`src/common/exec_consts.svh`:
```
`ifndef EXEC_CONSTS_SVH
`define EXEC_CONSTS_SVH

// Datapath word width.
`define XLEN 32

// Top bit set means the uop has no destination register.
`define TAG_W 7

// Cycles from acceptance to multiplier writeback.
`define MUL_LAT 3

// Restoring divider iterations, one quotient bit each.
`define DIV_STEPS 32

`endif

```
`src/common/resultPkg.sv`:
```
`include "exec_consts.svh"

package resultPkg;

// Writeback tag, the low bits index the physical register.
typedef logic [`TAG_W-1:0] Tag;

// Physical register index.
typedef logic [`TAG_W-2:0] RegIdx;

// Result and operand word.
typedef logic [`XLEN-1:0] Word;

endpackage

```
`src/design/RegFile.sv`:
```
`include "exec_consts.svh"

module RegFile
(
    input logic clk,
    input logic rstN,

    input resultPkg::RegIdx readAddrA,
    input resultPkg::RegIdx readAddrB,
    output resultPkg::Word readDataA,
    output resultPkg::Word readDataB,

    input logic writeEn,
    input resultPkg::RegIdx writeAddr,
    input resultPkg::Word writeData
);

import resultPkg::*;

Word regs[2**(`TAG_W-1)];

always_ff @(posedge clk or negedge rstN) begin
    if (!rstN) begin
        for (int i = 0; i < 2**(`TAG_W-1); i++)
            regs[i] <= '0;
    end else if (writeEn) begin
        regs[writeAddr] <= writeData;
    end
end

// Same-cycle write is forwarded.
assign readDataA = (writeEn && writeAddr == readAddrA) ? writeData : regs[readAddrA];
assign readDataB = (writeEn && writeAddr == readAddrB) ? writeData : regs[readAddrB];

endmodule

```
`config.mk`:
```
export PLATFORM = sky130hd
export DESIGN_NAME = RegFile
export DESIGN_NICKNAME = d
export VERILOG_FILES = /design/src/common/resultPkg.sv /design/src/design/RegFile.sv
export VERILOG_INCLUDE_DIRS = /design/src /design/src/common
export SDC_FILE = /design/constraint.sdc
export NUM_CORES = 2
export LEC_CHECK = 0
export ABC_AREA = 0
export BUFFER_PORTS_ARGS = -buffer_cell sky130_fd_sc_hd__buf_2
export CAP_MARGIN = 30
export CORE_ASPECT_RATIO = 0.9
export CORE_MARGIN = 2
export CORE_UTILIZATION = 30
export DETAILED_ROUTE_END_ITERATION = 16
export GPL_ROUTABILITY_DRIVEN = 0
export PLACE_DENSITY_LB_ADDON = 0.2
export SKIP_CTS_REPAIR_TIMING = 1
export SLEW_MARGIN = 10
export SYNTH_ARGS = -nofsm -noshare
export SYNTH_HDL_FRONTEND = slang
export SYNTH_SLANG_ARGS = --single-unit
export TNS_END_PERCENT = 5
```
`constraint.sdc`:
```
create_clock -name clk -period 3 [get_ports clk]
set_input_delay 0.6 -clock clk [delete_from_list [all_inputs] [get_ports clk]]
set_output_delay 0.6 -clock clk [all_outputs]
set_load 0.1 [all_outputs]
```
=== Yosys cells after proc, flatten, opt, wreduce, memory -nomap -nowiden ===
Cells that the tools add are included.

* Input bits: 53
* Latch bits: 0
* Memory bits (read-only): 0
* Output and inout port bits: 64
* RAM bits: 0
* Memories: 0
* Word-level logic and storage cells: 87
* Register bits after elaboration: 2048

* Reductions and logical operators: 3
* Mux-type cells: 11
* Add/subtract/negate cells: 0
* Shift operators: 0
* $mul: 0
* Div/mod/pow operators: 0
* Eq/ne operators: 2
* Bitwise operators: 3
* Order comparisons: 4

{| class="wikitable"
|+ Operators by type and width
! cell !! number
|-
| bitwise mux 2048 bit || 1
|-
| binary-select mux 32 bit (select 6 bit) || 2
|-
| two-way mux 32 bit || 7
|-
| demux 32 bit (select 6 bit) || 1
|-
| greater-or-equal comparator 7 bit, second input constant || 3
|-
| inverter 6 -> 7 bit || 3
|-
| equality test 6 bit || 2
|-
| less-than comparator 7 x 1 -> 1 bit, second input constant || 1
|-
| logical AND 1 bit || 3
|}

=== Longest topological paths before layout ===
* Depth after elaboration: 6
* Mapped depth: 11
* Gate-level depth less buffers: 6

=== Least setup slack after synthesis ===
Ideal clock, no wire load.

* Path kind: input to output
* Start: input readAddrB[0]
* End: output readDataB[0]
* Path buffers: 3
* Arrival: 4.988 ns
* Data required time: 2.400 ns
* Path slack: -2.588 ns
* Stages: 9
* Path through: buf_6 buf_6 xnor2_1 nand4_1 or4_4 nand2b_1 clkbuf_1 nor3_1 nor4_1

* Word-level cells in the longest chain between the ends: 5
* Elaborated cells between the ends (all ways): 7
* Those cells by class: 1 x eq/ne; 4 x mux; 1 x bitwise; 1 x reduce/logical

{| class="wikitable"
|+ RTL lines
! item !! RTL line !! text
|-
| start: declaration || RegFile.sv:9 || <nowiki>input resultPkg::RegIdx readAddrB,</nowiki>
|-
| inverter 6 -> 7 bit (implied by the code) || RegFile.sv:33 || <nowiki>assign readDataB = (writeEn && writeAddr == readAddrB) ? writeData : regs[readAddrB];</nowiki>
|-
| binary-select mux 32 bit (select 6 bit) || RegFile.sv:33 ||
|-
| two-way mux 32 bit (implied by the code) (2 in series) || RegFile.sv:33 ||
|-
| two-way mux 32 bit (*) || RegFile.sv:33 ||
|-
| end: declaration || RegFile.sv:11 || <nowiki>output resultPkg::Word readDataB,</nowiki>
|}

Mark *: on every way between the ends. The rest lies on a longest branch, timed or not. The select of a mux whose other input is x is not followed.

=== Final worst setup path ===
* Start: input readAddrA[0]
* End: output readDataA[11]

* Word-level cells in the longest chain between the ends: 5
* Elaborated cells between the ends (all ways): 7
* Those cells by class: 1 x eq/ne; 4 x mux; 1 x bitwise; 1 x reduce/logical

{| class="wikitable"
|+ RTL lines
! item !! RTL line !! text
|-
| start: declaration || RegFile.sv:8 || <nowiki>input resultPkg::RegIdx readAddrA,</nowiki>
|-
| inverter 6 -> 7 bit (implied by the code) || RegFile.sv:32 || <nowiki>assign readDataA = (writeEn && writeAddr == readAddrA) ? writeData : regs[readAddrA];</nowiki>
|-
| binary-select mux 32 bit (select 6 bit) || RegFile.sv:32 ||
|-
| two-way mux 32 bit (implied by the code) (2 in series) || RegFile.sv:32 ||
|-
| two-way mux 32 bit (*) || RegFile.sv:32 ||
|-
| end: declaration || RegFile.sv:10 || <nowiki>output resultPkg::Word readDataA,</nowiki>
|}

Marked as above.

==> impl_metrics.yaml <==
clocking:
  htree_levels: 4
  cts_made_buffers: 231
  tritoncts: "done"
  cts.sinks: 2048
  root_buffer: "clkbuf_16"
  path_clk_slew_ns: 0.06
  cts_buffer_depth: 4
  clkLatencyLatePin_ns: 0.93
sta:
  worst_pin_slew_ns: 0.828
  min_period_ns: 3.95
  setup_viol: 64
  hold_ws_ns: 0.113
  fin_crit_sh: 1.32
  rsz0062_at_grt: "true"
  slew_headroom: 0.444
  max_freq_ghz: 0.253
  final_max_slew_viol_count: 0
  layout_setup_ws_ns: -0.953
  final.setup.tns_ns: -40.39
  fin_skew_ns: 0
  hold_viol_final: 0
cells_and_area:
  utilization: 0.374
  instances_no_fill: 13100
  area_delta_synth_final_pct: 23.8
  nFillCells: 34700
  multi_input_area_um2: 57100
  largest_register_ffs: 2048
  regMostFlops: "regs"
  largest_registers: "regs x2048"
  final_net_count: 8081
  layout-drive-gt1-share: 0.555
  regArea_um2: 51200
logic_synthesis:
  synthTopCellsByArea: "dfrtp_1 (47%), mux2_2 (20%), mux4_2 (18%), mux2i_1 (4.4%), mux2_1 (1.8%)"
  postSynthAreaPerCell_um2: 14.7
  synth-warning-count: 0
  synthesis.nets: 7541
  synth_common_cells: "dfrtp_1 (2048), mux2_2 (1907), mux4_2 (874)"
  syn_inst: 7488
  synthXorXnorAreaFrac: 0.000876
  synth_ff_type: "dfrtp_1"
  synth_top_family_by_area: "multiplexers"
  seq_area_frac_synth: 0.466
  ys_async_sr_fraction: 1.00
  synth-edff-count: 0
  synth_area_um2: 110000
  synthAdderAreaFrac: 0
  synth_top_area_cell: "dfrtp_1"
  synth-simple-area-share: 0.0256
  synth-compound-area-share: 0.0374
  synth.most_common_cell: "dfrtp_1"
  synth_cell_type_count: 56
  ys_seq_elements: 2048
  synthMuxAreaShare: 0.436
  synth.top_cell.area_share: 0.466
place:
  dp_hpwl_um: 318000
  dp.cells: 12700
  io_buffer_count: 116
global_routing:
  grt_pass1_vias: 78300
  antenna_found_initial: 20
  grt_pass1_wl_um: 656000
  grt_use_total: 0.250
  overflow: 0
  grt_max_degree: 117
critical_path:
  crit_arrival_ns: 3.35
  startpoint_type: "input port"
  cp_max_fo: 13
  cp.required_ns: 2.40
  worstSetupPathType: "in -> out"
  cp-end-kind: "output port"
power_and_ir_drop:
  p_clk_frac: 0.374
  ir_worst_vdd_mv: 0.524
  power.leakage_nw: 60.1
  comb_power_share: 0.199
  p_sw_frac: 0.286
  powerDensity_nw_per_um2: 588
  switchingPower_mw: 22.9
  p_int_mw: 57.1
  power_frac_seq: 0.428
  power_mw: 80.0
floorplan:
  start_util: 0.302
  die_area_um2: 371000
  ios: 117
  row_count: 210
  fp.dieW_um: 642
  die_h_um: 578
  core-area_um2: 364000
drt:
  wl_per_cell_um: 36.1
  via_per_inst: 5.80
  ant_nets: 0
  vias: 76100
  route.detailed.drc: 0
  firstDrtPassIters: 6
  dr.first_iter.drc_count: 7342
  drt-total-wl_um: 473000
outcome:
  status: "complete, but fails checks"
  violations: "setup timing"
job:
  maxCapViolations: 0
worst_hold_path:
  hold_class: "in -> reg"
==> cells by family after synthesis <==
family / count (synthesis)
DFF: 2048
xor gates and xnor gates: 11
muxes: 3442
AOI/OAI and AO/OA: 569
and+or+nand+nor: 593
buffers and inverters: 825
==> worst paths after layout <==
kind	from	end	slack, ns	depth (start not counted)
setup / recovery	readAddrA[0]	readDataA[11]	-0.95	9
hold / removal	writeData[22]	regs[1782]	0.11	2
setup reg to reg	regs[1902]	regs[1902]	2.10	2
hold reg to reg	regs[820]	regs[820]	0.51	1
max in group asynchronous	rstN	regs[1265]	1.46	4
min in group asynchronous	rstN	regs[616]	0.22	2
==> per-layer routing <==
layer	wire length, µm	up-vias	track usage
met5	13	-	0
met4	25000	2	0.114
met3	29800	845	0.0405
met2	212000	3086	0.384
met1	206000	42100	0.347
li1	-	30100	-
==> area by class of cell <==
cell class | instances | area share
Antenna cell | 23 | 0.000423
Clock inverter | 87 | 0.00709
Tap cell | 4876 | 0.0448
Clock buffer | 333 | 0.0502
Inverter | 6 | 0.000184
Sequential cell | 2048 | 0.376
Timing Repair Buffer | 1126 | 0.102
Multi-Input combinational cell | 4615 | 0.419
==> critical path, cell delays in order <==
cell and delay (ns):
buf_16 0.22, buf_16 0.21, buf_6 0.20, mux4_2 0.54
mux4_2 0.50, mux2i_4 0.36, o211ai_1 0.24, buf_6 0.21
buf_12 0.17
==> stage by stage <==
step	worst slack (ns)	instance area, µm²
after floorplan	-0.878	111000
after global placement	-1.97	127000
after detailed placement	-1.66	127000
after CTS	-1.67	135000
after global routing	-0.922	136000
final	-0.953	136000
==> power by group through the flow <==
| stage | combinational (mW) | clock (mW) | sequential [mW] |
|---|---|---|---|
| after floorplan | 10.2 | 0 | 33.5 |
| after global placement | 15.3 | 0 | 34.4 |
| after detailed placement | 15.6 | 0 | 34.6 |
| after CTS | 15.6 | 30.4 | 34.1 |
| after global routing | 16.8 | 31.6 | 34.6 |
| final | 15.9 | 29.9 | 34.2 |
==> cell usage in the layout, fill, tap and decap left out, drive strengths merged, types with 25 or more instances in the layout <==
cell    count
nand2     166
mux2     2082
o21ai      25
a21oi      29
mux2i     486
clkinv     58
nand3     104
clkbuf    335
nor3       55
dfrtp    2048
a22oi     262
o22ai      84
a211oi     50
nor2      126
buf      1123
mux4      874
(Power assumes the default switching activity.)
