`src/common/exec_consts.svh`:
```
`ifndef EXEC_CONSTS_SVH
`define EXEC_CONSTS_SVH

// Datapath word width.
`define XLEN 32

// Top bit set means the uop has no destination register.
`define TAG_W 7

// Cycles from acceptance to multiplier writeback.
`define MUL_LAT 3

// Restoring divider iterations, one quotient bit each.
`define DIV_STEPS 32

`endif

```
`src/common/resultPkg.sv`:
```
`include "exec_consts.svh"

package resultPkg;

// Writeback tag, the low bits index the physical register.
typedef logic [`TAG_W-1:0] Tag;

// Physical register index.
typedef logic [`TAG_W-2:0] RegIdx;

// Result and operand word.
typedef logic [`XLEN-1:0] Word;

endpackage

```
`src/common/uopPkg.sv`:
```
package uopPkg;

typedef enum logic [1:0] {
    FU_INT,
    FU_MUL,
    FU_DIV
} FuType;

typedef enum logic [3:0] {
    ALU_ADD,
    ALU_SUB,
    ALU_AND,
    ALU_OR,
    ALU_XOR,
    ALU_SLL,
    ALU_SRL,
    ALU_SRA,
    ALU_SLT,
    ALU_SLTU
} AluFunc;

typedef struct packed {
    AluFunc func;
    logic useImm;
    logic signed [10:0] imm;
} AluOp;

typedef enum logic [1:0] {MUL_LO, MUL_HI, MUL_HIU, MUL_HISU} MulFunc;
typedef enum logic [1:0] {DIV_QUOT, DIV_QUOTU, DIV_REM, DIV_REMU} DivFunc;

// isSigned marks operand A as signed: set for mulh, mulhsu, div and rem.
typedef struct packed {
    logic [1:0] func;
    logic isSigned;
    logic [12:0] pad;
} MulDivOp;

// Same word, read as AluOp by the ALU and as MulDivOp by mul/div.
typedef union packed {
    AluOp alu;
    MulDivOp md;
} OpWord;

typedef struct packed {
    logic valid;
    FuType fu;
    OpWord op;
    resultPkg::Tag tagDst;
    resultPkg::Word srcA;
    resultPkg::Word srcB;
} ExecUOp;

endpackage

```
`src/muldiv/Multiply.sv`:
```
`include "exec_consts.svh"

module Multiply
(
    input logic clk,
    input logic rstN,

    input uopPkg::ExecUOp uop,

    output logic outValid,
    output resultPkg::Tag outTag,
    output resultPkg::Word outData
);

import uopPkg::*;
import resultPkg::*;

MulDivOp op;
logic signA, signB;

logic s1Valid, s1High;
Tag s1Tag;
logic signed [`XLEN:0] s1A, s1B;

logic s2Valid, s2High;
Tag s2Tag;
logic signed [2*`XLEN+1:0] s2Prod;

assign op = uop.op.md;
// mulhsu keeps B unsigned.
assign signA = op.isSigned;
assign signB = op.isSigned && MulFunc'(op.func) != MUL_HISU;

always_ff @(posedge clk or negedge rstN) begin
    if (!rstN) begin
        s1Valid <= 1'b0;
        s2Valid <= 1'b0;
        outValid <= 1'b0;
    end else begin
        s1Valid <= uop.valid;
        s2Valid <= s1Valid;
        outValid <= s2Valid;
    end
end

always_ff @(posedge clk) begin
    s1A <= {signA && uop.srcA[`XLEN-1], uop.srcA};
    s1B <= {signB && uop.srcB[`XLEN-1], uop.srcB};
    s1High <= MulFunc'(op.func) != MUL_LO;
    s1Tag <= uop.tagDst;

    s2Prod <= s1A * s1B;
    s2High <= s1High;
    s2Tag <= s1Tag;

    outTag <= s2Tag;
    outData <= s2High ? s2Prod[2*`XLEN-1:`XLEN] : s2Prod[`XLEN-1:0];
end

endmodule

```
`config.mk`:
```
export PLATFORM = sky130hd
export DESIGN_NAME = Multiply
export DESIGN_NICKNAME = d
export VERILOG_FILES = /design/src/common/resultPkg.sv /design/src/common/uopPkg.sv /design/src/muldiv/Multiply.sv
export VERILOG_INCLUDE_DIRS = /design/src /design/src/common
export SDC_FILE = /design/constraint.sdc
export NUM_CORES = 2
export LEC_CHECK = 0
export ABC_CLOCK_PERIOD_IN_PS = 8400
export BUFFER_PORTS_ARGS = -buffer_cell sky130_fd_sc_hd__buf_2
export CAP_MARGIN = 15
export CORE_ASPECT_RATIO = 0.5
export CORE_MARGIN = 2
export CORE_UTILIZATION = 27
export DETAILED_ROUTE_END_ITERATION = 10
export SYNTH_ARGS = -nofsm -noshare
export SYNTH_HDL_FRONTEND = slang
export SYNTH_SLANG_ARGS = --single-unit
```
`constraint.sdc`:
```
create_clock -name clk -period 8.4 [get_ports clk]
set_input_delay 1.68 -clock clk [delete_from_list [all_inputs] [get_ports clk]]
set_output_delay 1.68 -clock clk [all_outputs]
set_load 0.01 [all_outputs]
```
After elaboration in Yosys (flattened, before gate mapping)
Cells that the tools add are included.
Word-level totals
  input port bits: 92
  word-level logic and storage cells: 19
  register bits after elaboration: 188
Cells by class
  multiply operators: 1
  mux-type cells: 1
  equality and inequality tests: 1
  reductions and logical operators: 4
Operators with widths (number)
  multiplier 33 x 33 -> 64 bit: 1
  two-way mux 32 bit: 1
  logical AND 1 bit: 3
  != test 2 bit (second input constant): 1
  nonzero test 2 bit: 1

Depth between registers and ports, before layout
  depth in word-level cells: 3
  gate-level depth with buffers: 28

Worst setup path before layout
Ideal clock, no wire load.
  path type: flip-flop to flip-flop
  start: register s1A[32]
  end: register s2Prod[62]
  cell stages (with the launch flop): 27
  arrival: 7857 ps
  buffers on the path: 2
  setup slack: 423 ps
  clock period less this slack: 7977 ps
  cell sequence: dfxtp_1 clkbuf_1 nand2_1 inv_1 fa_1 fa_1 fa_1 inv_1 fa_1 inv_1 fa_1 fa_1 fa_1 inv_1 fa_1 inv_1 ha_1 clkbuf_1 nand4_1 nor2_1 nand3_1 a221o_1 a31oi_1 o311ai_2 o31ai_2 o31ai_2 xnor2_1
On the way
  longest elaborated chain between the ends: 1
Ends and longest elaborated chain
  from (decl): RTL line Multiply.sv:23  | logic signed [`XLEN:0] s1A, s1B;
  from (signal assigned): RTL line Multiply.sv:47  | s1A <= {signA && uop.srcA[`XLEN-1], uop.srcA};
  multiplier 33 x 33 -> 64 bit: RTL line Multiply.sv:52  | s2Prod <= s1A * s1B;
  to (signal assigned): RTL line Multiply.sv:52
  to (decl): RTL line Multiply.sv:27  | logic signed [2*`XLEN+1:0] s2Prod;
Every way passes these cells.

Worst setup path in the final report
  start: register s1A[19]
  end: register s2Prod[59]
The elaborated chain is that of the path after synthesis.

==> impl_metrics.tcl <==
set metrics [dict create \
    status "finished clean" \
    grt_max_degree 34 \
    whs_path_depth 0 \
    viasPerCell 4.309 \
    cts_root_buf "clkbuf_16" \
    grt_pass1_wl_um 175800 \
    min_from "s1Tag[4]$_DFF_P_" \
    cts_tree "done" \
    reg2reg_to "s2Prod[59]$_DFF_P_" \
    fin_cells 6554 \
    synth_cells 4378 \
    max_freq_ghz 0.1227 \
    cp-start-kind "register" \
    die_y_um 285.0 \
    synth_edf_count 0 \
    io_buffers 116 \
    hold_viol 0 \
    drc_errors 0 \
    fp.dieArea_um2 161300 \
    wl_per_cell_um 16.31 \
    period_share_pct 96.99 \
    ant_nets 0 \
    htree_levels 4 \
    antenna_found_initial 5 \
    crit_fanout 17 \
    clock-skew-final_ps 35.17 \
    ys_warn_count 0 \
    clk_latency_ps 530 \
    core_area_um2 157400 \
    crit_path_end_kind "register" \
    finalSetupTns_ps 0 \
    worstMarginPinSlew_ps 1082 \
    dr.pass1.iters 6 \
    numPlacedInstances 6521 \
    dp_hpwl_um 91960 \
    dieWidth_um 566.0 \
    ys.flop_type "dfxtp_1" \
    final_cell_mix "fa_1 (1,125), inv_1 (1,083), and2_1 (549), nand2_1 (549), ha_1 (212)" \
    cts_hold_buf 0 \
    synth.distinct_cells 74 \
    worstPathRequired_ps 8800 \
    grt_setup_unrepaired "no" \
    slew_violations 0 \
    rrSetupSlack_ps 250 \
    start_util_pct 27.09 \
    rr_startpoint "s1A[19]$_DFF_P_" \
    cts_max_path_buffers 2 \
    arrival_ps 8550 \
    grt_pass1_vias 31290 \
    yosysSeqAreaShare_pct 8.863 \
    final_common_cell "fa_1" \
    place_congestion 0.8477 \
    ios 132 \
    setup_viol 0 \
    drv_cap 0 \
    rows 103 \
    path_class "reg -> reg" \
    drive_gt1_share_pct 8.152 \
    rr_worst_depth 24 \
    wl_um 106900 \
    cts_buffers 17 \
    slew_headroom_pct 27.68 \
    cts.sinks 188 \
    cts_setup_buffers 0 \
    worstHoldEndpoint "s2Tag[4]$_DFF_P_" \
    dr_total_vias 28240 \
    drt_iter0_drc 1327 \
    syn_area_um2 42630 \
    async_flop_share_pct 1.596 \
    min_period_ps 8147 \
    final_nets 5869 \
    grt.total_usage_pct 13.92 \
    synth_fp_nets 5807 \
    path_clk_slew_ps 80 \
    grt-ovfl-total 0 \
    ys_ff_latch 188 \
    areaGrowthSynthToFinish_pct 9.802 \
    avgSynthCellArea_um2 9.738 \
    hold_class "reg -> reg" \
]
## routing by layer
| metal | vias up | track usage, % | share of wire [%] |
|---|---|---|---|
| li1 | 12590 | - | - |
| met1 | 14970 | 17.90 | 43 |
| met2 | 549 | 24.82 | 51 |
| met3 | 131 | 1.522 | 3.5 |
| met4 | 0 | 3.726 | 2.3 |
| met5 | - | 0 | 0 |
## registers in the layout (all words and copies together) (netlist names)
signal / flops
outData: 32
outTag: 7
outValid: 1
s1A: 33
s1B: 33
s1High: 1
s1Tag: 7
s1Valid: 1
s2High: 1
s2Prod: 64
s2Tag: 7
s2Valid: 1
## layout make-up
| type | instances | area [um^2] |
|---|---|---|
| Clock inverter | 15 | 155.1 |
| Antenna cell | 1 | 2.502 |
| Timing Repair Buffer | 264 | 1879 |
| Tap cell | 2100 | 2628 |
| Clock buffer | 17 | 425.4 |
| Fill cell | 16470 | 110500 |
| Multi-Input combinational cell | 2886 | 33870 |
| Sequential cell | 188 | 3789 |
| Inverter | 1083 | 4065 |
## synthesized netlist by cell type, types with 7 or more instances
master,number,area share [%]
nor2_1,48,0.42
xor2_1,23,0.47
nand2b_1,14,0.21
and2_1,549,8.1
clkbuf_1,202,1.8
nor3_1,17,0.20
nand2_1,549,4.8
o21ai_0,27,0.32
mux2_2,32,0.85
dfxtp_1,185,8.7
fa_1,1125,53
o21bai_1,9,0.16
nand3_1,14,0.16
xnor2_1,51,1.0
a21o_1,25,0.44
a21oi_1,59,0.69
inv_1,1083,9.5
nand4_1,12,0.18
nor2b_1,29,0.43
ha_1,212,6.2
o21a_1,7,0.12
## worst max path at each step
| stage | from | to | slack (ps) |
|---|---|---|---|
| floorplan | s1A[32]$_DFF_P_ | s2Prod[62]$_DFF_P_ | 420 |
| CTS | s1B[6]$_DFF_P_ | s2Prod[56]$_DFF_P_ | 210 |
| detailed placement | s1B[6]$_DFF_P_ | s2Prod[59]$_DFF_P_ | 360 |
| global route | s1A[18]$_DFF_P_ | s2Prod[59]$_DFF_P_ | 10 |
| finish | s1A[19]$_DFF_P_ | s2Prod[59]$_DFF_P_ | 250 |
| global placement | s1B[6]$_DFF_P_ | s2Prod[59]$_DFF_P_ | 310 |
## worst max-delay path, stage by stage, from the launching register on
cell	delay, ps
dfxtp_1	920
buf_4	350
nand2_1	100
fa_1	520
inv_1	50
fa_1	490
fa_1	580
fa_1	460
fa_1	510
fa_1	430
fa_1	550
inv_1	70
fa_1	470
inv_1	50
ha_1	410
a21oi_1	290
o21ai_0	170
a21oi_1	200
nor3_1	100
a2111oi_0	330
nand3_1	290
a21oi_2	270
buf_4	140
nand2_1	40
o311ai_1	250
## cells by family (layout without fill, tap and decap cells)
| logic type | Yosys count | after routing | synth area share [%] |
|---|---|---|---|
| buf+inv | 1304 | 1379 | 11.69 |
| xor+xnor | 74 | 74 | 1.520 |
| compound gates | 189 | 189 | 3.078 |
| simple gates | 1252 | 1252 | 14.91 |
| mux | 34 | 34 | 0.8922 |
| fa+ha+maj | 1337 | 1337 | 59.05 |
| flops | 188 | 188 | 8.863 |
| other cells | 0 | 1 | 0 |
## per-stage QoR
step                      setup WS, ps  util (%)  area, um^2  hold WS [ps]
after detailed placement         355.6     29.37       46220         312.1
final                            253.0     29.75       46810         323.3
after CTS                        212.8     29.74       46800         327.9
after global placement           313.9     29.37       46220         309.5
after global routing             11.20     29.75       46810         332.2
after floorplan                  422.9         -       42630         309.6
## what timing repair did
action,in CTS,in global routing
hold endpoints to repair,0,0
resized for setup,0,7
setup endpoints to repair,0,11
Power is left out: the tool's default activity adds up to more than one toggle a clock period on the data nets, which glitch-free logic cannot reach.
