### config.mk
export PLATFORM = sky130hd
export DESIGN_NAME = Divide
export DESIGN_NICKNAME = d
export VERILOG_FILES = /design/src/common/resultPkg.sv /design/src/common/uopPkg.sv /design/src/muldiv/Divide.sv
export VERILOG_INCLUDE_DIRS = /design/src /design/src/common
export SDC_FILE = /design/constraint.sdc
export NUM_CORES = 1
export LEC_CHECK = 0
export BUFFER_PORTS_ARGS = -buffer_cell sky130_fd_sc_hd__buf_2
export CAP_MARGIN = 15
export CORE_ASPECT_RATIO = 1.5
export CORE_MARGIN = 10
export CORE_UTILIZATION = 45
export CTS_CLUSTER_SIZE = 8
export DETAILED_ROUTE_END_ITERATION = 8
export GPL_TIMING_DRIVEN = 1
export MAX_ROUTING_LAYER = met4
export PLACE_DENSITY = 0.68
export SLEW_MARGIN = 25
export SYNTH_ARGS = -nofsm -noshare
export SYNTH_HDL_FRONTEND = slang
export SYNTH_SLANG_ARGS = --single-unit
### constraint.sdc
create_clock -name clk -period 3.8 [get_ports clk]
set_input_delay 0.76 -clock clk [delete_from_list [all_inputs] [get_ports clk]]
set_output_delay 0.76 -clock clk [all_outputs]
set_load 0.02 [all_outputs]
### src/common/exec_consts.svh
`ifndef EXEC_CONSTS_SVH
`define EXEC_CONSTS_SVH

// Datapath word width.
`define XLEN 32

// Top bit set means the uop has no destination register.
`define TAG_W 7

// Cycles from acceptance to multiplier writeback.
`define MUL_LAT 3

// Restoring divider iterations, one quotient bit each.
`define DIV_STEPS 32

`endif

### src/common/resultPkg.sv
`include "exec_consts.svh"

package resultPkg;

// Writeback tag, the low bits index the physical register.
typedef logic [`TAG_W-1:0] Tag;

// Physical register index.
typedef logic [`TAG_W-2:0] RegIdx;

// Result and operand word.
typedef logic [`XLEN-1:0] Word;

endpackage

### src/common/uopPkg.sv
package uopPkg;

typedef enum logic [1:0] {
    FU_INT,
    FU_MUL,
    FU_DIV
} FuType;

typedef enum logic [3:0] {
    ALU_ADD,
    ALU_SUB,
    ALU_AND,
    ALU_OR,
    ALU_XOR,
    ALU_SLL,
    ALU_SRL,
    ALU_SRA,
    ALU_SLT,
    ALU_SLTU
} AluFunc;

typedef struct packed {
    AluFunc func;
    logic useImm;
    logic signed [10:0] imm;
} AluOp;

typedef enum logic [1:0] {MUL_LO, MUL_HI, MUL_HIU, MUL_HISU} MulFunc;
typedef enum logic [1:0] {DIV_QUOT, DIV_QUOTU, DIV_REM, DIV_REMU} DivFunc;

// isSigned marks operand A as signed: set for mulh, mulhsu, div and rem.
typedef struct packed {
    logic [1:0] func;
    logic isSigned;
    logic [12:0] pad;
} MulDivOp;

// Same word, read as AluOp by the ALU and as MulDivOp by mul/div.
typedef union packed {
    AluOp alu;
    MulDivOp md;
} OpWord;

typedef struct packed {
    logic valid;
    FuType fu;
    OpWord op;
    resultPkg::Tag tagDst;
    resultPkg::Word srcA;
    resultPkg::Word srcB;
} ExecUOp;

endpackage

### src/muldiv/Divide.sv
`include "exec_consts.svh"

module Divide
(
    input logic clk,
    input logic rstN,

    input uopPkg::ExecUOp uop,
    input logic wbFree,
    output logic busy,

    output logic outValid,
    output resultPkg::Tag outTag,
    output resultPkg::Word outData
);

import uopPkg::*;
import resultPkg::*;

localparam int stepW = $clog2(`DIV_STEPS + 1);

MulDivOp op;
logic signedOp;
Word dividendAbs, divisorAbs;

logic running, holding;
logic [stepW-1:0] stepsLeft;
logic [`XLEN:0] remAcc, shifted, diff;
Word quotAcc, divisor;
logic isRem, negQuot, negRem;

assign op = uop.op.md;
assign signedOp = op.isSigned;
assign dividendAbs = (signedOp && uop.srcA[`XLEN-1]) ? -uop.srcA : uop.srcA;
assign divisorAbs = (signedOp && uop.srcB[`XLEN-1]) ? -uop.srcB : uop.srcB;

// One restoring step per cycle.
assign shifted = {remAcc[`XLEN-1:0], quotAcc[`XLEN-1]};
assign diff = shifted - {1'b0, divisor};

assign busy = running || holding;
assign outValid = holding && wbFree;
assign outData = isRem ? (negRem ? -remAcc[`XLEN-1:0] : remAcc[`XLEN-1:0])
                       : (negQuot ? -quotAcc : quotAcc);

always_ff @(posedge clk or negedge rstN) begin
    if (!rstN) begin
        running <= 1'b0;
        holding <= 1'b0;
        stepsLeft <= '0;
    end else if (uop.valid) begin
        running <= 1'b1;
        stepsLeft <= stepW'(`DIV_STEPS);
    end else if (running) begin
        stepsLeft <= stepsLeft - 1'b1;
        if (stepsLeft == stepW'(1)) begin
            running <= 1'b0;
            holding <= 1'b1;
        end
    end else if (outValid) begin
        holding <= 1'b0;
    end
end

// Divide by zero keeps an all ones quotient, so no sign fix there.
always_ff @(posedge clk) begin
    if (uop.valid) begin
        remAcc <= '0;
        quotAcc <= dividendAbs;
        divisor <= divisorAbs;
        isRem <= DivFunc'(op.func) inside {DIV_REM, DIV_REMU};
        negQuot <= signedOp && (uop.srcA[`XLEN-1] ^ uop.srcB[`XLEN-1]) && uop.srcB != '0;
        negRem <= signedOp && uop.srcA[`XLEN-1];
        outTag <= uop.tagDst;
    end else if (running) begin
        if (!diff[`XLEN]) begin
            remAcc <= diff;
            quotAcc <= {quotAcc[`XLEN-2:0], 1'b1};
        end else begin
            remAcc <= shifted;
            quotAcc <= {quotAcc[`XLEN-2:0], 1'b0};
        end
    end
end

endmodule

After elaboration in Yosys (flattened, before gate mapping)
Index checks and enable logic that the tools add are counted.
{"block": "totals", "elab_cells": 50, "latch_bits": 0, "ram_bits": 0, "reg_bits": 114, "input_bits": 93, "romBits": 0, "memories": 0}
{"block": "classes", "n_bitwise": 2, "n_shift": 0, "div": 0, "order_cmp": 0, "addsub": 6, "n_reduce_logical": 11, "eq_ne": 4, "muxes": 17, "multipliers": 0}
{"operator": "2-to-1 mux 32 bit", "n": 8}
{"operator": "negation 32 bit", "n": 4}
{"operator": "subtractor 33 x 32 -> 33 bit", "n": 1}
{"operator": "nonzero test 32 bit", "n": 1}
{"operator": "2-to-1 mux 6 bit", "n": 2}
{"operator": "2-to-1 mux 1 bit", "n": 7}
{"operator": "== test 6 x 1 -> 1 bit, second input constant", "n": 1}
{"operator": "nonzero test 2 bit", "n": 3}
{"operator": "subtractor 6 x 1 -> 6 bit, second input constant", "n": 1}
{"operator": "logical AND 1 bit", "n": 5}
{"operator": "== test 2 bit, second input constant", "n": 2}
{"operator": "AND reduction 3 bit", "n": 1}
{"operator": "inequality test 2 x 1 -> 1 bit, second input constant", "n": 1}
{"operator": "logical OR 1 bit", "n": 1}
{"operator": "NOT 1 bit", "n": 1}
{"operator": "XOR 1 bit", "n": 1}

Logic depth before layout (Yosys ltp)
{"block": "logic_depth", "ltp_word": 4, "mapped_depth": 15}

Least setup slack after synthesis
Ideal clock, no wire load.
{"block": "synth_path", "path_type": "register -> output", "startpoint": "reg quotAcc[2]", "endpoint": "out outData[27]", "path_slack_ps": -128, "path_buffers": 0, "required_ps": 3040, "stages_incl_launch_ff": 10, "t_arrival_ps": 3168, "path_cell_list": "edfxtp_1 > or3_1 > or3_1 > nor3_1 > nand2_1 > or4_1 > or4_1 > o41ai_1 > xor2_1 > o21ai_0"}
{"block": "synth_via", "elab_chain_len": 3}
{"element": "from (decl)", "line_no": "Divide.sv:29", "source": "Word quotAcc, divisor;"}
{"element": "from (signal assigned)", "line_no": "Divide.sv:69", "source": "quotAcc <= dividendAbs;"}
{"element": "from (signal assigned)", "line_no": "Divide.sv:78", "source": "quotAcc <= {quotAcc[`XLEN-2:0], 1'b1};"}
{"element": "from (signal assigned)", "line_no": "Divide.sv:81", "source": "quotAcc <= {quotAcc[`XLEN-2:0], 1'b0};"}
{"element": "negation 32 bit", "line_no": "Divide.sv:44", "source": ": (negQuot ? -quotAcc : quotAcc);"}
{"element": "2-to-1 mux 32 bit", "line_no": "Divide.sv:44"}
{"element": "2-to-1 mux 32 bit", "line_no": "Divide.sv:43", "source": "assign outData = isRem ? (negRem ? -remAcc[`XLEN-1:0] : remAcc[`XLEN-1:0])"}
{"element": "to (decl)", "line_no": "Divide.sv:14", "source": "output resultPkg::Word outData"}
Every way passes these cells.

Worst setup path in the final report
{"block": "layout_path", "startpoint": "reg remAcc[2]", "endpoint": "out outData[30]"}
{"block": "layout_via", "elab_chain_len": 3}
{"element": "from (decl)", "line_no": "Divide.sv:28", "source": "logic [`XLEN:0] remAcc, shifted, diff;"}
{"element": "from (signal assigned)", "line_no": "Divide.sv:77", "source": "remAcc <= diff;"}
{"element": "from (signal assigned)", "line_no": "Divide.sv:80", "source": "remAcc <= shifted;"}
{"element": "negation 32 bit", "line_no": "Divide.sv:43"}
{"element": "2-to-1 mux 32 bit (2 in series)", "line_no": "Divide.sv:43"}
Every way passes these cells.

==> metrics.csv <==
metric;value;unit
Boundary Pins;134;
vias per inst;5.57;
final setup vio count;17;
gpl congestion;0.932;
RSZ-0062 raised after global routing;true;
final period utilization;114;%
Mean Syn Cell Area;8.13;um2
layout cells sized above 1;20.7;%
startpoint class of the critical path;flip-flop;
Post-synth ARST share;7.02;%
IO buf count;117;
Synth Flop Type;edfxtp_1;
setup TNS;-4.38;ns
Max VDD drop;0.492;mV
Iter 0 DRT Violations;590;
CTS clock-pin slew for the worst setup and hold paths;0.06;ns
Seq cells post-synth;114;
Die H;193;um
clock skew;0.00838;ns
ant diodes;0;
Max clock buf depth;2;
H-tree levels;4;
power per cell area;774;mW/mm2
largest net degree at the start of global routing;65;
fin crit period;4.31;ns
first drt pass iteration count;5;
die span in x;136;um
total wire length;25600;um
Leak;4.72;nW
worst slew pin tran;0.729;ns
setup slack after layout;-0.514;ns
Synth area leaders;edfxtp_1 (25%), xnor2_1 (8.3%), dfxtp_1 (7.1%);
die area;0.0262;mm2
HP Class;primary input to asynchronous set/reset pin;
number of synthesized flops with an enable pin;74;
Rel. slew slack;51.0;%
cells after synthesis;1108;
top-area cell type share of the netlist area;24.7;%
status;complete, but fails checks;
Skew-Pair Late Insertion Delay;0.42;ns
Max Slew Vio Count;0;
DP Wirelength;19600;um
post-synthesis cell area;0.00901;mm2
endpoint class of the critical path;primary output;
most frequent cell after synthesis;nand2_1;
Inserted Clock Buffers;17;
All-Layer GR Usage;19.7;%
Routed WL per cell;16.8;um
largest area contributor in the netlist;edfxtp_1;
nets@finish;1386;
final core occ;56.4;%
sequential fraction of the synthesis area;34.0;%
hold slack;0.171;ns
Clock Sinks;114;
top cells by count, synth;nand2_1 (124), nor2_1 (120), a21oi_1 (108);
start of the worst register-to-register path;quotAcc[31];
Post-DRT Antenna Nets;0;
Crit Path Max Fanout;3;
first-pass GRT wire length;41000;um
Net Count, Synth;1240;
violated checks;setup timing;
Initial Util;45.7;%
Layout area overhead;23.4;%
cts hold-fix bufs;0;
CTS tree;yes;
row count;63;
DRC Markers;0;
FMAX;0.232;GHz
crit path from;remAcc[2];
Arr. time, crit path;3.55;ns
WS Path Type;flip-flop to primary output;
synthesis warning total;0;
total grt overflow;0;
core area;0.0197;mm2
number of global-route vias before repair;8507;
CP required;3.04;ns
Root Driver;clkbuf_16;
Final Hold Vio Count;0;
Vias;8507;
max_cap viols;0;
initial antenna violation count;0;
Power Total;8.61;mW
post-synth cell types;56;
-- per-layer routing --
metal	track usage, %	wire (um)	up-vias
li1	-	-	4270
met1	20.2	9830	4006
met4	10.4	1050	0
met5	-	0	-
met3	2.59	736	52
met2	35.1	14000	179
-- worst paths after layout --
check | endpoint | cells past startpoint | slack (ns)
max | outData[30] | 10 | -0.51
min | stepsLeft[0] | 1 | 0.17
max reg2reg | remAcc[13] | 13 | 0.26
min reg2reg | stepsLeft[5] | 2 | 0.53
max in group asynchronous | running | 1 | 3.45
min in group clk | outTag[4] | 1 | 0.51
-- cell families (layout without fill, tap and decap cells) --
| group | Yosys count | count (layout) | synth area share (%) |
|---|---|---|---|
| simple gates | 390 | 390 | 20.4 |
| mux | 3 | 3 | 0.333 |
| fa+ha+maj | 39 | 39 | 5.50 |
| compound gates | 307 | 307 | 21.2 |
| flops | 114 | 114 | 34.0 |
| buf+inv | 112 | 271 | 4.72 |
| xor+xnor | 143 | 143 | 13.9 |
-- through the flow --
step / area, um2 / worst slack, ns / std cells
after floorplan: 9030 / 0.000704 / 1108
after global placement: 10200 / -0.136 / 1490
after detailed placement: 10200 / -0.157 / 1490
after CTS: 11000 / -0.519 / 1523
after global routing: 11100 / -0.607 / 1527
final: 11100 / -0.514 / 1527
-- critical path, stage by stage (launching register included) --
cell,delay (ns)
dfxtp_2,0.31
or4_4,0.53
or4_4,0.43
or3_4,0.35
or4_4,0.44
or3_4,0.40
o31ai_4,0.19
xnor2_1,0.14
nand2_1,0.10
o21ai_4,0.10
buf_6,0.14
-- registers in the layout (all words and copies together), names as in the netlist --
register,cells
divisor,32
quotAcc,32
remAcc,32
outTag,7
stepsLeft,6
holding,1
isRem,1
negQuot,1
negRem,1
running,1
-- report_power, final --
group          internal, mW  switching, mW
combinational          2.18           2.78
sequential             1.61          0.299
clock                  1.10          0.631
total                  4.90           3.71
-- area by class of cell --
| class | count | area (um2) |
|---|---|---|
| Sequential cell | 114 | 3070 |
| Tap cell | 260 | 325 |
| Multi-Input combinational cell | 882 | 5750 |
| Timing Repair Buffer | 176 | 1110 |
| Clock buffer | 17 | 425 |
| Clock inverter | 15 | 206 |
| Fill cell | 1888 | 8590 |
| Inverter | 63 | 236 |
-- timing repair --
| action | 4_1_cts | 5_1_grt |
|---|---|---|
| buffers inserted | 1 | 4 |
| resized for setup | 40 | 25 |
| setup endpoints to repair | 19 | 25 |
| pin swaps | 10 | 7 |
| hold endpoints to repair | 0 | 0 |
-- cells in the final DEF (no fill, tap or decap), drive strengths merged, types with 13 or more instances in the layout --
cell type,instances
buf,176
nand2,124
nor2,120
a21oi,108
xnor2,85
o21ai,79
edfxtp,74
inv,66
xor2,58
ha,38
dfxtp,32
nor3,28
or3,27
a311oi,24
o31ai,23
clkbuf,17
a21o,13
nor4,13
No activity file was read; power rests on OpenSTA's default activity.
