`src/common/exec_consts.svh`:
```
`ifndef EXEC_CONSTS_SVH
`define EXEC_CONSTS_SVH

// Datapath word width.
`define XLEN 32

// Top bit set means the uop has no destination register.
`define TAG_W 7

// Cycles from acceptance to multiplier writeback.
`define MUL_LAT 3

// Restoring divider iterations, one quotient bit each.
`define DIV_STEPS 32

`endif

```
`src/common/resultPkg.sv`:
```
`include "exec_consts.svh"

package resultPkg;

// Writeback tag, the low bits index the physical register.
typedef logic [`TAG_W-1:0] Tag;

// Physical register index.
typedef logic [`TAG_W-2:0] RegIdx;

// Result and operand word.
typedef logic [`XLEN-1:0] Word;

endpackage

```
`src/common/uopPkg.sv`:
```
package uopPkg;

typedef enum logic [1:0] {
    FU_INT,
    FU_MUL,
    FU_DIV
} FuType;

typedef enum logic [3:0] {
    ALU_ADD,
    ALU_SUB,
    ALU_AND,
    ALU_OR,
    ALU_XOR,
    ALU_SLL,
    ALU_SRL,
    ALU_SRA,
    ALU_SLT,
    ALU_SLTU
} AluFunc;

typedef struct packed {
    AluFunc func;
    logic useImm;
    logic signed [10:0] imm;
} AluOp;

typedef enum logic [1:0] {MUL_LO, MUL_HI, MUL_HIU, MUL_HISU} MulFunc;
typedef enum logic [1:0] {DIV_QUOT, DIV_QUOTU, DIV_REM, DIV_REMU} DivFunc;

// isSigned marks operand A as signed: set for mulh, mulhsu, div and rem.
typedef struct packed {
    logic [1:0] func;
    logic isSigned;
    logic [12:0] pad;
} MulDivOp;

// Same word, read as AluOp by the ALU and as MulDivOp by mul/div.
typedef union packed {
    AluOp alu;
    MulDivOp md;
} OpWord;

typedef struct packed {
    logic valid;
    FuType fu;
    OpWord op;
    resultPkg::Tag tagDst;
    resultPkg::Word srcA;
    resultPkg::Word srcB;
} ExecUOp;

endpackage

```
`src/design/IssueControl.sv`:
```
`include "exec_consts.svh"

module IssueControl
(
    input logic clk,
    input logic rstN,

    input logic inValid,
    input uopPkg::FuType inFu,
    input uopPkg::OpWord inOp,
    input resultPkg::Tag inTagDst,
    input resultPkg::RegIdx inSrcA,
    input resultPkg::RegIdx inSrcB,
    input logic inUseSrcB,
    output logic inReady,

    output logic resValid,
    output resultPkg::Tag resTag,
    output resultPkg::Word resData,

    output resultPkg::RegIdx rfReadAddrA,
    output resultPkg::RegIdx rfReadAddrB,
    input resultPkg::Word rfReadDataA,
    input resultPkg::Word rfReadDataB,
    output logic rfWriteEn,
    output resultPkg::RegIdx rfWriteAddr,
    output resultPkg::Word rfWriteData,

    output uopPkg::ExecUOp aluUOp,
    output uopPkg::ExecUOp mulUOp,
    output uopPkg::ExecUOp divUOp,

    input logic aluValid,
    input resultPkg::Tag aluTag,
    input resultPkg::Word aluData,
    input logic mulValid,
    input resultPkg::Tag mulTag,
    input resultPkg::Word mulData,
    input logic divValid,
    input resultPkg::Tag divTag,
    input resultPkg::Word divData,
    input logic divBusy,
    output logic divWbFree
);

import uopPkg::*;

// Bit d set means the slot after the d-th next edge belongs to a MUL.
logic [`MUL_LAT-1:1] slotBooked;
logic accept;
ExecUOp issued;

assign rfReadAddrA = inSrcA;
assign rfReadAddrB = inSrcB;

// The MUL slot itself is never booked with a single issue port.
always_comb begin
    inReady = 1'b1;
    if (inFu == FU_INT && slotBooked[1])
        inReady = 1'b0;
    if (inFu == FU_DIV && divBusy)
        inReady = 1'b0;
end

assign accept = inValid && inReady;

always_comb begin
    issued.valid = accept;
    issued.fu = inFu;
    issued.op = inOp;
    issued.tagDst = inTagDst;
    issued.srcA = rfReadDataA;
    // Without a register B the ALU uses its immediate.
    issued.srcB = inUseSrcB ? rfReadDataB : '0;
end

always_comb begin
    aluUOp = issued;
    mulUOp = issued;
    divUOp = issued;
    aluUOp.valid = accept && inFu == FU_INT;
    mulUOp.valid = accept && inFu == FU_MUL;
    divUOp.valid = accept && inFu == FU_DIV;
end

always_ff @(posedge clk or negedge rstN) begin
    if (!rstN)
        slotBooked <= '0;
    else
        slotBooked <= {accept && inFu == FU_MUL, slotBooked[`MUL_LAT-1:2]};
end

// Divider takes any slot left empty by ALU and MUL.
assign divWbFree = !aluValid && !mulValid;

always_comb begin
    resValid = aluValid || mulValid || divValid;
    if (aluValid) begin
        resTag = aluTag;
        resData = aluData;
    end else if (mulValid) begin
        resTag = mulTag;
        resData = mulData;
    end else begin
        resTag = divTag;
        resData = divData;
    end
end

assign rfWriteEn = resValid && !resTag[`TAG_W-1];
assign rfWriteAddr = resTag[`TAG_W-2:0];
assign rfWriteData = resData;

endmodule

```
`config.mk`:
```
export PLATFORM = sky130hd
export DESIGN_NAME = IssueControl
export DESIGN_NICKNAME = d
export VERILOG_FILES = /design/src/common/resultPkg.sv /design/src/common/uopPkg.sv /design/src/design/IssueControl.sv
export VERILOG_INCLUDE_DIRS = /design/src /design/src/common
export SDC_FILE = /design/constraint.sdc
export NUM_CORES = 1
export LEC_CHECK = 0
export ABC_CLOCK_PERIOD_IN_PS = 1100
export BUFFER_PORTS_ARGS = -buffer_cell sky130_fd_sc_hd__buf_2
export CAP_MARGIN = 25
export CORE_AREA = 2 2 226 228
export CTS_CLUSTER_SIZE = 30
export DETAILED_ROUTE_END_ITERATION = 10
export DIE_AREA = 0 0 228 230
export PLACE_DENSITY_LB_ADDON = 0.12
export SLEW_MARGIN = 40
export SYNTH_ARGS = -nofsm -noshare
export SYNTH_HDL_FRONTEND = slang
export SYNTH_SLANG_ARGS = --single-unit
```
`constraint.sdc`:
```
create_clock -name clk -period 1.1 [get_ports clk]
set_input_delay 0.11 -clock clk [delete_from_list [all_inputs] [get_ports clk]]
set_output_delay 0.11 -clock clk [all_outputs]
set_load 0.01 [all_outputs]
```
# Word-level counts from Yosys, hierarchy flattened
# Index checks and enable logic that the tools add are counted.
# W data, S select, Z words.
[classes]
add_sub_neg = 0
multipliers = 0
div_mod_pow = 0
order_cmp = 0
eq_ne = 2
n_shift = 0
n_mux = 7
bitwise_logic = 0
reduce_logical = 14
[op_table]
columns = ["op", "n"]
rows = [
  ["$mux W32", 3],
  ["$mux W7", 2],
  ["$logic_and A1 B1 Y1", 8],
  ["$logic_not A1 Y1", 3],
  ["$eq A2 B1 Y1 const B", 1],
  ["$eq A2 B2 Y1 const B", 1],
  ["$logic_not A2 Y1", 1],
  ["$logic_or A1 B1 Y1", 2],
  ["$mux W1", 2],
]
[word_totals]
ff_bits = 2
latchBits = 0
mem_bits_rw = 0
mem_bits_ro = 0
in_bits = 226
output_inout_bits = 363
word_cells = 24
memories = 0

# Depth between registers and ports, before layout
[logic_depth]
ltp_word = 6
depth_mapped = 5
mapped_depth_nobuf = 2

# Least setup slack after synthesis
# Ideal clock, no wire load.
[synth_timing]
kind = "input to output"
start = "input mulValid"
end = "output rfWriteAddr[3]"
arrival_ns = 0.896
required_time_ns = 0.990
slack_ns = 0.094
path_stages = 5
path_buffers = 3
cell_sequence = "buf_6 > buf_12 > mux2i_1 > o21ai_1 > buf_4"
[synth_via]
elab_chain_cells = 2
[synth_rtl]
columns = ["item", "line_no", "source"]
rows = [
  ["start, declared", "IssueControl.sv:36", "input logic mulValid,"],
  ["$mux W7", "IssueControl.sv:101", "end else if (mulValid) begin"],
  ["$mux W7", "IssueControl.sv:98", "if (aluValid) begin"],
  ["end, declared", "IssueControl.sv:26", "output resultPkg::RegIdx rfWriteAddr,"],
]
# Every way passes these cells.

# Final worst setup path
[layout_timing]
start = "register slotBooked[1] in the netlist's numbering"
end = "output inReady"
[layout_via]
elab_chain_cells = 3
[layout_rtl]
columns = ["item", "line_no", "source"]
rows = [
  ["start, declared", "IssueControl.sv:49", "logic [`MUL_LAT-1:1] slotBooked;"],
  ["start signal, assigned", "IssueControl.sv:90", "slotBooked <= {accept && inFu == FU_MUL, slotBooked[`MUL_LAT-1:2]};"],
  ["$logic_and A1 B1 Y1", "IssueControl.sv:59", "if (inFu == FU_INT && slotBooked[1])"],
  ["$mux W1", "IssueControl.sv:59", ""],
  ["$mux W1", "IssueControl.sv:61", "if (inFu == FU_DIV && divBusy)"],
  ["end, declared", "IssueControl.sv:15", "output logic inReady,"],
]
# Every way passes these cells.

==> results.sh <==
export IMPL_status="finished with violations"
export IMPL_violations="setup timing"
export IMPL_final_fill_count=5917
export IMPL_syn_area_sq_um=3360
export IMPL_clkLatencyLatePin_ns=0.22
export IMPL_p_seq_share_pct=3.4
export IMPL_grt_pass1_wl_microns=18200
export IMPL_grt_max_degree=43
export IMPL_route_detailed_drc=0
export IMPL_grt_pass1_vias=2836
export IMPL_vias=2894
export IMPL_core_area_sq_um=49900
export IMPL_clkTransAtPathRegs_ns=0.03
export IMPL_multiInputGateArea_sq_um=1060
export IMPL_cts_root_buf="clkbuf_16"
export IMPL_cts_tree="built"
export IMPL_setup_worst_path_end="inReady"
export IMPL_tightestPinTransition_ns=0.253
export IMPL_crit_fanout=2
export IMPL_crit_buf_inv=1
export IMPL_top_register="slotBooked"
export IMPL_reg2reg_from="slotBooked[2]"
export IMPL_std_cell_rows=82
export IMPL_fp_dieArea_sq_um=52400
export IMPL_routabilityCongestion=0.772
export IMPL_pwr_share_comb_pct=72.8
export IMPL_max_cap_viol_count=0
export IMPL_cp_cell_sequence="mux2i_1 -> or2_4 -> buf_6"
export IMPL_worstSetupStartpointType="register"
export IMPL_switchingPower_uw=922
export IMPL_totalWireLength_microns=14400
export IMPL_crit_type="reg2out"
export IMPL_dr_pass1_iters=4
export IMPL_finalSetupViolCount=2
export IMPL_htree_levels=1
export IMPL_slew_viol_final=0
export IMPL_clkSinkCount=2
export IMPL_seq_area_sq_um=50.0
export IMPL_clkPwrFrac_pct=23.7
export IMPL_placed_area_sq_um=3830
export IMPL_layout_drive_gt1_share_pct=71.9
export IMPL_seq_area_frac_synth_pct=1.49
export IMPL_cp_slowest_cell="dfrtp_1"
export IMPL_timing_final_crit_share_pct=101
export IMPL_endpoint_kind="output pin"
export IMPL_holdWs_ns=0.204
export IMPL_cellPowerDensity_nw_per_um2=537
export IMPL_layout_min_cycle_time_ns=1.12
export IMPL_crit_cells=3
export IMPL_cts_buffer_depth=2
export IMPL_slew_headroom_pct=83.0
export IMPL_yosysUniqueCellTypes=20
export IMPL_clock_fmax_mhz=897
export IMPL_syn_nets=689
export IMPL_leakagePower_uw=0.00225
export IMPL_areaGrowthSynthToFinish_pct=26.0
export IMPL_drtIter0Drc=45
export IMPL_grtUsageTotal_pct=4.56
export IMPL_antenna_found_initial=1
export IMPL_setup_worst_path_start="slotBooked[1]"
export IMPL_rsz0062_at_grt="yes"
export IMPL_fin_tns_setup_ns=-0.0258
export IMPL_hold_viol=0
export IMPL_syn_avg_cell_area_sq_um=7.26
export IMPL_min_path_type="in2async"
export IMPL_place_hpwl_microns=11400
export IMPL_synth_cells=463
export IMPL_reg_top3="slotBooked (2)"
export IMPL_required_ns=0.99
export IMPL_die_x_microns=228
export IMPL_timing_rr_end="slotBooked[1]"
export IMPL_r2r_setup_slack_ns=0.63
export IMPL_largest_register_ffs=2
export IMPL_ys_ff_latch=2
export IMPL_pin_count=589
export IMPL_wl_per_cell_microns=11.9
export IMPL_die_h_microns=230
export IMPL_viasPerCell=2.39
export IMPL_overflow=0
export IMPL_io_buffers=344
export IMPL_fin_area_sq_um=4230
export IMPL_arrival_ns=1.01
export IMPL_crit_family="flip-flops"
export IMPL_ir_drop_v=0.000804
export IMPL_fin_skew_ns=0.00242
export IMPL_nNetsFinal=765
export IMPL_slowest_delay_ns=0.35
export IMPL_start_util_pct=6.74
export IMPL_p_sw_share_pct=40.5
export IMPL_ys_warn_count=0
export IMPL_p_int_uw=1350
export IMPL_ant_nets=0
export IMPL_r2r_worst_path_cells=0
export IMPL_numCtsBuffers=3
export IMPL_worst_slack_ns=-0.0153
==> how the worst min path moves through the flow <==
stage / end / cells after the start
6_report: slotBooked[1] / 2
3_5_place_dp: slotBooked[1] / 1
5_1_grt: slotBooked[1] / 2
3_3_place_gp: slotBooked[2] / 1
4_1_cts: slotBooked[1] / 2
2_1_floorplan: slotBooked[1] / 0
==> layout by cell type (no fill, tap or decap), drive strengths merged, types with 2 or more instances in the layout <==
master / n
buf: 368
mux2i: 40
o21ai: 39
dfrtp: 2
clkbuf: 7
nand2: 39
and2: 32
diode: 2
==> cell usage after synthesis <==
| master | number | share of area [%] |
|---|---|---|
| buf_6 | 3 | 1.0 |
| or2_2 | 1 | 0.19 |
| dfrtp_1 | 2 | 1.5 |
| buf_12 | 4 | 2.4 |
| clkbuf_1 | 5 | 0.56 |
| nor2_1 | 1 | 0.11 |
| buf_2 | 5 | 0.74 |
| nor4bb_1 | 1 | 0.30 |
| buf_4 | 285 | 64 |
| o21ai_1 | 38 | 5.7 |
| nor2b_1 | 1 | 0.19 |
| or3_1 | 1 | 0.19 |
| nor3b_1 | 1 | 0.22 |
| and2_1 | 32 | 6.0 |
| and3b_1 | 1 | 0.26 |
| o21ai_2 | 1 | 0.26 |
| mux2i_1 | 40 | 12 |
| nand2_1 | 39 | 4.4 |
| nor4b_1 | 1 | 0.26 |
| o31a_1 | 1 | 0.26 |
==> timing repair <==
item,in CTS,in global routing
hold buffers,1,0
gates resized for setup,19,21
gates cloned,2,4
setup endpoints to repair,59,56
pin swaps,5,12
setup buffers,1,0
hold endpoints to repair,2,0
==> area by class of cell <==
cell class,instances,area share (%)
repair buffers,373,52.0
clock buffers,3,1.77
flip-flops and latches,2,1.18
diodes,2,0.118
multi-input cells,159,25.0
well taps,672,19.9
==> kinds of logic (layout without fill, tap and decap cells) <==
logic type | after synthesis | after routing | synth area share, %
buf+inv | 302 | 376 | 68.4
simple gates | 79 | 79 | 12.0
compound gates | 40 | 40 | 6.18
mux | 40 | 40 | 11.9
flops | 2 | 2 | 1.49
other cells | 0 | 2 | 0
==> stage by stage <==
step	instances	setup WS, ns	utilization, %	power [uW]
finish	1211	-0.0153	8.49	2280
global route	1210	-0.0759	8.49	2440
CTS	1205	-0.0281	8.13	2240
detailed placement	1198	-0.135	7.69	1600
global placement	1198	-0.127	7.69	1640
floorplan	463	0.0944	-	1750
==> per-layer routing <==
metal	global-route usage, %	share of wire (%)	vias up
li1	-	-	1335
met1	4.22	33	1216
met2	8.80	52	272
met3	1.30	9.7	71
met4	2.80	5.5	0
met5	0	0	-
==> power by group through the flow <==
stage	Clock, uW	Sequential (uW)	Combinational [uW]
finish	540	78.5	1660
global route	560	79.1	1800
CTS	551	78.5	1610
detailed placement	0	79.1	1520
global placement	0	79.0	1560
floorplan	0	78.5	1680
Power figures use the tool's default switching activity.
